===== config.mk =====
export PLATFORM = sky130hd
export DESIGN_NAME = rv_core
export DESIGN_NICKNAME = d
export VERILOG_FILES = /design/src/hw/rv_pkg.sv /design/src/hw/rv_core.sv /design/src/hw/int_alu.sv /design/src/hw/int_regs.sv /design/src/hw/control.sv /design/src/hw/imm_gen.sv
export SDC_FILE = /design/constraint.sdc
export NUM_CORES = 2
export LEC_CHECK = 0
export ABC_AREA = 0
export BUFFER_PORTS_ARGS = -buffer_cell sky130_fd_sc_hd__buf_2
export CORE_MARGIN = 2
export CORE_UTILIZATION = 34
export CTS_CLUSTER_SIZE = 16
export DETAILED_ROUTE_END_ITERATION = 12
export SLEW_MARGIN = 20
export SYNTH_ARGS = -nofsm -noshare
export SYNTH_HDL_FRONTEND = slang
export SYNTH_SLANG_ARGS = --single-unit

===== constraint.sdc =====
create_clock -name clk -period 12.13 [get_ports clk]
set_clock_uncertainty 0.15 [all_clocks]
set_input_delay 1.8195 -clock clk [delete_from_list [all_inputs] [get_ports clk]]
set_output_delay 1.8195 -clock clk [all_outputs]
set_load 0.01 [all_outputs]

===== src/hw/rv_pkg.sv =====
`default_nettype none

package rv_pkg;

   localparam int xlen = 32;

   // addi x0,x0,0
   localparam logic [31:0] ins_nop = 32'h0000_0013;

   // major opcodes, ins[6:0]
   localparam logic [6:0] op_lui    = 7'b0110111;
   localparam logic [6:0] op_auipc  = 7'b0010111;
   localparam logic [6:0] op_jal    = 7'b1101111;
   localparam logic [6:0] op_jalr   = 7'b1100111;
   localparam logic [6:0] op_branch = 7'b1100011;
   localparam logic [6:0] op_load   = 7'b0000011;
   localparam logic [6:0] op_store  = 7'b0100011;
   localparam logic [6:0] op_imm    = 7'b0010011;
   localparam logic [6:0] op_reg    = 7'b0110011;

   typedef enum logic [2:0] {
      imm_i,
      imm_s,
      imm_b,
      imm_u,
      imm_j,
      imm_none
   } imm_kind_t;

   // bz and bnz test the alu result
   typedef enum logic [2:0] {
      pc_4,
      pc_bz,
      pc_bnz,
      pc_jal,
      pc_jalr
   } pc_sel_t;

   // values follow funct3
   typedef enum logic [2:0] {
      alu_add  = 3'b000,
      alu_sll  = 3'b001,
      alu_slt  = 3'b010,
      alu_sltu = 3'b011,
      alu_xor  = 3'b100,
      alu_srl  = 3'b101,
      alu_or   = 3'b110,
      alu_and  = 3'b111
   } alu_op_t;

endpackage

`default_nettype wire

===== src/hw/rv_core.sv =====
`timescale 1ns/1ns
`default_nettype none

module rv_core (
   input  wire                      clk,
   input  wire                      reset,
   output logic [rv_pkg::xlen-1:0]  imem_addr,
   input  wire  [rv_pkg::xlen-1:0]  imem_data,
   output logic                     dmem_read,
   output logic                     dmem_write,
   output logic [rv_pkg::xlen-1:0]  dmem_addr,
   output logic [rv_pkg::xlen-1:0]  dmem_wdata,
   input  wire  [rv_pkg::xlen-1:0]  dmem_rdata,
   output logic [rv_pkg::xlen-1:0]  pc
);
   import rv_pkg::*;

   // one word below the first fetch
   localparam logic [xlen-1:0] pc_reset = xlen'(-4);

   logic [xlen-1:0] pc_next;
   logic [xlen-1:0] pc_plus4;
   logic [xlen-1:0] pc_branch;
   logic [xlen-1:0] jalr_sum;
   logic [31:0]     fetch_ins;
   logic [31:0]     ins;
   logic            idle;
   logic [xlen-1:0] imm;
   alu_op_t         alu_op;
   pc_sel_t         pc_sel;
   logic            alu_alt;
   logic            alu_imm;
   logic            alu_a0;
   logic            alu_apc;
   logic            alu_b4;
   logic            reg_wen;
   logic            dmem_reg;
   logic            op_illegal;
   logic [xlen-1:0] rd_wdata;
   logic [xlen-1:0] rs1_rdata;
   logic [xlen-1:0] rs2_rdata;
   logic [xlen-1:0] alu_a;
   logic [xlen-1:0] alu_b;
   logic [xlen-1:0] alu_y;
   logic            alu_zero;

   // imem is read at pc_next, so the word lines up with pc one edge later
   always_ff @(posedge clk) begin
      fetch_ins <= imem_data;
   end

   always_ff @(posedge clk) begin
      if (reset) begin
         idle <= 1'b1;
         pc   <= pc_reset;
      end else begin
         idle <= 1'b0;
         pc   <= pc_next;
      end
   end

   // idle covers the half cycle after reset drops
   assign ins = (reset || idle) ? ins_nop : fetch_ins;

   imm_gen imm0 (
      .ins (ins),
      .imm (imm)
   );

   control ctrl0 (
      .op_code    (ins[6:0]),
      .funct3     (ins[14:12]),
      .funct7     (ins[31:25]),
      .alu_op     (alu_op),
      .alu_alt    (alu_alt),
      .alu_imm    (alu_imm),
      .alu_a0     (alu_a0),
      .alu_apc    (alu_apc),
      .alu_b4     (alu_b4),
      .reg_wen    (reg_wen),
      .dmem_read  (dmem_read),
      .dmem_write (dmem_write),
      .dmem_reg   (dmem_reg),
      .pc_sel     (pc_sel),
      .op_illegal (op_illegal)
   );

   int_regs regs0 (
      .clk       (clk),
      .wen       (reg_wen),
      .rd_addr   (ins[11:7]),
      .rs1_addr  (ins[19:15]),
      .rs2_addr  (ins[24:20]),
      .rd_wdata  (rd_wdata),
      .rs1_rdata (rs1_rdata),
      .rs2_rdata (rs2_rdata)
   );

   assign alu_a = alu_a0 ? '0 : (alu_apc ? pc : rs1_rdata);
   assign alu_b = alu_b4 ? xlen'(4) : (alu_imm ? imm : rs2_rdata);

   int_alu alu0 (
      .op   (alu_op),
      .alt  (alu_alt),
      .a    (alu_a),
      .b    (alu_b),
      .y    (alu_y),
      .zero (alu_zero)
   );

   assign pc_plus4  = pc + xlen'(4);
   assign pc_branch = pc + imm;
   assign jalr_sum  = rs1_rdata + imm;

   always_comb begin
      case (pc_sel)
         pc_bz:   pc_next = alu_zero ? pc_branch : pc_plus4;
         pc_bnz:  pc_next = alu_zero ? pc_plus4 : pc_branch;
         pc_jal:  pc_next = pc_branch;
         pc_jalr: pc_next = {jalr_sum[xlen-1:1], 1'b0};
         default: pc_next = pc_plus4;
      endcase
   end

   assign imem_addr  = pc_next;
   assign dmem_addr  = alu_y;
   assign dmem_wdata = rs2_rdata;
   assign rd_wdata   = dmem_reg ? dmem_rdata : alu_y;

endmodule

`default_nettype wire


===== src/hw/int_alu.sv =====
`timescale 1ns/1ns
`default_nettype none

module int_alu (
   input  var rv_pkg::alu_op_t      op,
   input  wire                      alt,
   input  wire  [rv_pkg::xlen-1:0]  a,
   input  wire  [rv_pkg::xlen-1:0]  b,
   output logic [rv_pkg::xlen-1:0]  y,
   output logic                     zero
);
   import rv_pkg::*;

   logic [4:0] shamt;

   assign shamt = b[4:0];

   always_comb begin
      case (op)
         alu_add:  y = alt ? a - b : a + b;
         alu_sll:  y = a << shamt;
         alu_slt:  y = {{(xlen-1){1'b0}}, $signed(a) < $signed(b)};
         alu_sltu: y = {{(xlen-1){1'b0}}, a < b};
         alu_xor:  y = a ^ b;
         // alt gives sra
         alu_srl:  y = alt ? xlen'($signed(a) >>> shamt) : a >> shamt;
         alu_or:   y = a | b;
         alu_and:  y = a & b;
         default:  y = '0;
      endcase
   end

   assign zero = (y == '0);

endmodule

`default_nettype wire


===== src/hw/int_regs.sv =====
`timescale 1ns/1ns
`default_nettype none

module int_regs (
   input  wire                      clk,
   input  wire                      wen,
   input  wire  [4:0]               rd_addr,
   input  wire  [4:0]               rs1_addr,
   input  wire  [4:0]               rs2_addr,
   input  wire  [rv_pkg::xlen-1:0]  rd_wdata,
   output logic [rv_pkg::xlen-1:0]  rs1_rdata,
   output logic [rv_pkg::xlen-1:0]  rs2_rdata
);
   import rv_pkg::*;

   logic [xlen-1:0] regs [32];

   always_ff @(posedge clk) begin
      if (wen && rd_addr != 5'd0) begin
         regs[rd_addr] <= rd_wdata;
      end
   end

   // x0 never written, reads as zero
   assign rs1_rdata = (rs1_addr == 5'd0) ? '0 : regs[rs1_addr];
   assign rs2_rdata = (rs2_addr == 5'd0) ? '0 : regs[rs2_addr];

endmodule

`default_nettype wire


===== src/hw/control.sv =====
`timescale 1ns/1ns
`default_nettype none

module control (
   input  wire  [6:0]      op_code,
   input  wire  [2:0]      funct3,
   input  wire  [6:0]      funct7,
   output rv_pkg::alu_op_t alu_op,
   output logic            alu_alt,
   output logic            alu_imm,
   output logic            alu_a0,
   output logic            alu_apc,
   output logic            alu_b4,
   output logic            reg_wen,
   output logic            dmem_read,
   output logic            dmem_write,
   output logic            dmem_reg,
   output rv_pkg::pc_sel_t pc_sel,
   output logic            op_illegal
);
   import rv_pkg::*;

   logic f7_zero;
   logic f7_alt;

   assign f7_zero = (funct7 == 7'b0000000);
   assign f7_alt  = (funct7 == 7'b0100000);

   always_comb begin
      alu_op     = alu_add;
      alu_alt    = 1'b0;
      alu_imm    = 1'b0;
      alu_a0     = 1'b0;
      alu_apc    = 1'b0;
      alu_b4     = 1'b0;
      reg_wen    = 1'b0;
      dmem_read  = 1'b0;
      dmem_write = 1'b0;
      dmem_reg   = 1'b0;
      pc_sel     = pc_4;
      op_illegal = 1'b0;

      case (op_code)
         op_lui: begin
            alu_a0  = 1'b1;
            alu_imm = 1'b1;
            reg_wen = 1'b1;
         end
         op_auipc: begin
            alu_apc = 1'b1;
            alu_imm = 1'b1;
            reg_wen = 1'b1;
         end
         // link value is pc + 4 from the alu
         op_jal: begin
            alu_apc = 1'b1;
            alu_b4  = 1'b1;
            reg_wen = 1'b1;
            pc_sel  = pc_jal;
         end
         op_jalr: begin
            if (funct3 == 3'b000) begin
               alu_apc = 1'b1;
               alu_b4  = 1'b1;
               reg_wen = 1'b1;
               pc_sel  = pc_jalr;
            end else begin
               op_illegal = 1'b1;
            end
         end
         op_branch: begin
            case (funct3)
               3'b000: begin alu_alt = 1'b1; pc_sel = pc_bz;  end
               3'b001: begin alu_alt = 1'b1; pc_sel = pc_bnz; end
               3'b100: begin alu_op = alu_slt;  pc_sel = pc_bnz; end
               3'b101: begin alu_op = alu_slt;  pc_sel = pc_bz;  end
               3'b110: begin alu_op = alu_sltu; pc_sel = pc_bnz; end
               3'b111: begin alu_op = alu_sltu; pc_sel = pc_bz;  end
               default: op_illegal = 1'b1;
            endcase
         end
         // word access only
         op_load: begin
            alu_imm    = 1'b1;
            dmem_read  = (funct3 == 3'b010);
            dmem_reg   = (funct3 == 3'b010);
            reg_wen    = (funct3 == 3'b010);
            op_illegal = (funct3 != 3'b010);
         end
         op_store: begin
            alu_imm    = 1'b1;
            dmem_write = (funct3 == 3'b010);
            op_illegal = (funct3 != 3'b010);
         end
         op_imm: begin
            alu_op  = alu_op_t'(funct3);
            alu_imm = 1'b1;
            if ((funct3 == 3'b001 && !f7_zero) ||
                (funct3 == 3'b101 && !(f7_zero || f7_alt))) begin
               op_illegal = 1'b1;
            end else begin
               alu_alt = (funct3 == 3'b101) && f7_alt;
               reg_wen = 1'b1;
            end
         end
         op_reg: begin
            alu_op = alu_op_t'(funct3);
            if (f7_zero) begin
               reg_wen = 1'b1;
            end else if (f7_alt && (funct3 == 3'b000 || funct3 == 3'b101)) begin
               alu_alt = 1'b1;
               reg_wen = 1'b1;
            end else begin
               op_illegal = 1'b1;
            end
         end
         default: op_illegal = 1'b1;
      endcase
   end

endmodule

`default_nettype wire


===== src/hw/imm_gen.sv =====
`timescale 1ns/1ns
`default_nettype none

module imm_gen (
   input  wire  [31:0]              ins,
   output logic [rv_pkg::xlen-1:0]  imm
);
   import rv_pkg::*;

   imm_kind_t  kind;
   logic [6:0] op_code;

   assign op_code = ins[6:0];

   always_comb begin
      case (op_code)
         op_imm, op_load, op_jalr: kind = imm_i;
         op_store:                 kind = imm_s;
         op_branch:                kind = imm_b;
         op_lui, op_auipc:         kind = imm_u;
         op_jal:                   kind = imm_j;
         default:                  kind = imm_none;
      endcase
   end

   // sign always comes from ins[31]
   always_comb begin
      case (kind)
         imm_i:   imm = {{20{ins[31]}}, ins[31:20]};
         imm_s:   imm = {{20{ins[31]}}, ins[31:25], ins[11:7]};
         imm_b:   imm = {{19{ins[31]}}, ins[31], ins[7], ins[30:25], ins[11:8], 1'b0};
         imm_u:   imm = {ins[31:12], 12'b0};
         imm_j:   imm = {{11{ins[31]}}, ins[31], ins[19:12], ins[20], ins[30:21], 1'b0};
         default: imm = '0;
      endcase
   end

endmodule

`default_nettype wire


==> results.rst <==
.. list-table::
   :header-rows: 1

   * - Metric
     - Value
   * - Sequential fraction of design power
     - between 40 and 50%
   * - Worst supply voltage drop on vdd
     - around 0.00012 V
   * - GRT Total Usage
     - 31.7%
   * - Vertical die dimension
     - 453 µm
   * - Unrepaired setup endpoints after global routing
     - false
   * - Most frequently used flop master after synthesis
     - sky130_fd_sc_hd__edfxtp_1
   * - Root cell of the clock tree
     - sky130_fd_sc_hd__clkbuf_16
   * - Synthesized flop and latch total
     - roughly 1100
   * - Switching share of power
     - 33.2%
   * - Post-DR wirelength/cell
     - 34.8 µm
   * - CP Class
     - input pin to primary output
   * - Power share of the clock group
     - between 30% and 40%
   * - Share of the synthesized area in the top cell type
     - ~45%
   * - Critical path buffers and inverters
     - 10
   * - Number of warning messages in the yosys log
     - 0
   * - Clock network latency to the later pin of the worst-skew pair
     - between 0.7 and 0.8 ns
   * - Via count of the first global-routing pass
     - 59800
   * - Count of input and output buffers
     - 195
   * - Clock-pin slew of the registers on the worst-case setup and hold paths
     - 0.06 ns
   * - Logic gate share of total power
     - between 20% and 30%
   * - Level count of the clock H-tree
     - 3
   * - Post-route standard cell area excluding fillers
     - between 80000 and 90000 µm²
   * - Ranking of synthesized cells by area
     - sky130_fd_sc_hd__edfxtp_1 (45%), sky130_fd_sc_hd__mux2i_1 (11%), sky130_fd_sc_hd__a21oi_1 (3.8%)
   * - Final max-slew violation count
     - 0
   * - Post-Synth XOR/XNOR Area
     - roughly 1.4%
   * - Number of standard cells after synthesis
     - approximately 6600
   * - Worst Tran Pin Value
     - between 1 and 1.5 ns
   * - Global-route wire length before repair
     - 466000 µm
   * - Cell with the biggest individual delay on the critical path
     - sky130_fd_sc_hd__or4_1
   * - Count of standard-cell rows
     - about 160
   * - Routability Congestion
     - between 1 and 1.5
   * - FF+latch area
     - between 30000 and 40000 µm²
   * - Number of top-level pins
     - 196
   * - Final setup TNS
     - 0 ns
   * - Worst setup SP type
     - input pin
   * - Area added between synthesis and finish
     - 16.8%
   * - Headroom to the max-slew limit
     - between 10% and 20%
   * - Delay-heaviest family, CP
     - compound AO/OA/AOI/OAI gates
   * - Final number of hold-violating endpoints
     - 0
   * - Maxcap violations
     - 0
   * - Antenna Nets Post-Route
     - 0
   * - Count of flip-flops with a built-in enable after synthesis
     - 1024
   * - TritonCTS clock tree
     - yes
   * - Proportion of synthesized chip area in sequential cells
     - approximately 47%
   * - PnR Total Power
     - roughly 11 mW
   * - Commonest non-fill, non-tap cell in the layout
     - sky130_fd_sc_hd__edfxtp_1
   * - Fraction of layout cells with a size suffix above 1
     - between 10% and 20%
   * - Dpl hpwl
     - about 230000 µm
   * - Netlist area before placement
     - roughly 70000 µm²
   * - GR Overflow Total
     - 0
   * - Synthesized-area fraction occupied by adder cells
     - under 10%
   * - Synthesized-area fraction occupied by ao, oa, aoi and oai cells
     - 20.4%
   * - Internal Power
     - slightly above 7 mW
   * - Maximum clock path buffer count
     - 3
   * - Main combinational cell family by area after synthesis
     - compound AO/OA/AOI/OAI gates
   * - Number of iterations in the first detailed-routing pass
     - 6
   * - Crit Path Max Fanout
     - 26
   * - Critical Path End Type
     - primary output
   * - Class of the most critical hold timing path
     - register to register
   * - Placement-stage cell area
     - between 70000 and 80000 µm²
   * - Count of vias placed by the detailed router
     - between 60000 and 70000
   * - Area of the multi-input gates
     - around 34000 µm²
   * - Number of CTS-inserted buffers
     - 116
   * - Initial standard-cell utilization of the core
     - between 30% and 40%
   * - Power per standard cell area
     - 133 nW/µm²
   * - Static Leakage
     - just under 30 nW
   * - Hold-fix buffers, CTS
     - 0
   * - Worst hold margin
     - between 0.5 and 0.6 ns
   * - Wire length reported by the detailed router
     - roughly 340000 µm
   * - Area share of and/or/nand/nor cells after synthesis
     - a little over a tenth
   * - DIE WIDTH
     - 453 µm
   * - Total number of nets in the final design
     - 7209
   * - Crit-path max cell delay
     - 0.58 ns
   * - Die area
     - just over 200000 µm²
   * - Initial antenna violation count
     - 10
   * - FFs w/ async S/R, synth
     - 0%
   * - Filler cell count
     - between 15000 and 20000
   * - Commonest cells after routing, fill and taps aside
     - sky130_fd_sc_hd__edfxtp_1 (1024), sky130_fd_sc_hd__mux2i_1 (753), sky130_fd_sc_hd__buf_4 (574), sky130_fd_sc_hd__nor2_1 (571), sky130_fd_sc_hd__a21oi_1 (511)
   * - Final worst path period share
     - a little over nine tenths
   * - Run status
     - finished, final reports clean
   * - CTS sink cnt
     - 1089
   * - Upper clock frequency limit
     - ~0.083 GHz
   * - Number of vias per cell
     - ~6.5
   * - Netlist cell types
     - 110
   * - Most area-hungry cell type in the Yosys netlist
     - sky130_fd_sc_hd__edfxtp_1
   * - Post-layout min period
     - between 10 and 15 ns
   * - Worst Path Arrival
     - ~10 ns
   * - Average instance area after synthesis
     - approximately 10 µm²
   * - Portion of netlist area occupied by mux cells
     - 13.1%
   * - Total of endpoints with negative setup slack in the final report
     - 0
   * - Net switching component of the power
     - ~3.6 mW
   * - Initial DRC count
     - approximately 8900
   * - Residual DRC
     - 0
   * - Required time of the critical path
     - between 10 and 15 ns
   * - Core ar.
     - about 200000 µm²
   * - Most numerous cell on the critical path
     - sky130_fd_sc_hd__buf_4
   * - Maximum number of pins on one net before global-route repair
     - between 100 and 150
-- through the flow --
step	setup slack (ns)	utilization, %	cells
floorplan	0.712	-	6596
global placement	-0.319	38.1	9517
detailed placement	-0.177	38.1	9517
CTS	0.0340	40.0	9735
global route	0.00156	40.0	9737
finish	0.140	40.0	9749
-- timing repair --
| item | 4_1_cts | 5_1_grt |
|---|---|---|
| setup buffers | 0 | 1 |
| endpoints found under the hold margin | 0 | 0 |
| gates resized for setup | 4 | 14 |
| setup endpoints to repair | 30 | 32 |
| pin swaps | 0 | 3 |
-- cell usage after synthesis (29+ instances only) --
cell,n
sky130_fd_sc_hd__nand2_1,367
sky130_fd_sc_hd__nand3_1,116
sky130_fd_sc_hd__nor2b_1,31
sky130_fd_sc_hd__buf_1,59
sky130_fd_sc_hd__xor2_1,46
sky130_fd_sc_hd__o211ai_1,77
sky130_fd_sc_hd__a22oi_1,43
sky130_fd_sc_hd__buf_2,146
sky130_fd_sc_hd__o21ai_1,41
sky130_fd_sc_hd__o311ai_0,48
sky130_fd_sc_hd__a21o_1,34
sky130_fd_sc_hd__or3_1,52
sky130_fd_sc_hd__o2111ai_1,52
sky130_fd_sc_hd__a211oi_1,108
sky130_fd_sc_hd__o221ai_1,143
sky130_fd_sc_hd__nor2_1,618
sky130_fd_sc_hd__mux2i_1,753
sky130_fd_sc_hd__or2_2,37
sky130_fd_sc_hd__a22o_1,49
sky130_fd_sc_hd__o21ai_0,261
sky130_fd_sc_hd__a21oi_1,526
sky130_fd_sc_hd__buf_4,30
sky130_fd_sc_hd__dfxtp_1,65
sky130_fd_sc_hd__and3_1,35
sky130_fd_sc_hd__a31oi_1,40
sky130_fd_sc_hd__and2_1,31
sky130_fd_sc_hd__mux4_2,29
sky130_fd_sc_hd__nor3_1,114
sky130_fd_sc_hd__a221o_1,70
sky130_fd_sc_hd__o22a_1,64
sky130_fd_sc_hd__a221oi_1,64
sky130_fd_sc_hd__mux2_2,72
sky130_fd_sc_hd__o22ai_1,219
sky130_fd_sc_hd__ha_1,159
sky130_fd_sc_hd__nand2b_1,69
sky130_fd_sc_hd__inv_1,136
sky130_fd_sc_hd__edfxtp_1,1024
sky130_fd_sc_hd__clkbuf_1,298
sky130_fd_sc_hd__xnor2_1,67
-- flip-flops by register name, summed over array words and instances, names as in the netlist --
| signal | flops |
|---|---|
| pc | 32 |
| fetch_ins | 32 |
| idle | 1 |
| regs0.regs | 1024 |
-- cell type report --
type	instances	share of cell area, %
diodes	13	0.0406
clock buffers	148	3.86
clock inverters	70	0.735
inverters	141	0.660
multi-input cells	4816	42.8
flip-flops and latches	1089	40.0
well taps	2656	4.14
repair buffers	816	7.76
-- tightest hold or removal path, stage by stage, from the launching register on --
cell and delay, ns:
sky130_fd_sc_hd__dfxtp_1 0.39, sky130_fd_sc_hd__inv_1 0.17, sky130_fd_sc_hd__o311ai_1 0.12
-- per-layer routing --
metal / track usage, % / up-vias / wire length [µm]
li1: - / 26400 / -
met1: 39.5 / 31400 / 127000
met2: 48.8 / 4247 / 150000
met3: 6.98 / 996 / 35000
met4: 22.1 / 8 / 27200
met5: 0 / - / 46
-- path summary, 6_finish.rpt --
path | cells after the start | slack [ns] | end | from
setup / recovery | 38 | 0.14 | imem_addr[2] | reset
hold / removal | 2 | 0.58 | pc[1] | pc[1]
setup reg to reg | 33 | 2.96 | pc[29] | idle
hold reg to reg | 2 | 0.58 | pc[1] | pc[1]
-- cells by family (layout without fill, tap and decap cells) --
| kind of cell | Yosys count | in the layout |
|---|---|---|
| buf+inv | 691 | 1175 |
| compound gates | 2050 | 2050 |
| xor+xnor | 113 | 113 |
| fa+ha+maj | 163 | 163 |
| mux | 856 | 856 |
| other cells | 1 | 45 |
| simple gates | 1602 | 1602 |
| flops | 1089 | 1089 |
-- power by group through the flow --
stage / sequential, mW / clock, mW / combinational, mW
after CTS: 4.43 / 3.56 / 2.66
after floorplan: 4.45 / 0 / 1.46
after global placement: 4.51 / 0 / 2.64
after global routing: 4.43 / 3.70 / 2.87
after detailed placement: 4.51 / 0 / 2.65
final: 4.44 / 3.53 / 2.73
No activity file was read; power rests on OpenSTA's default activity.
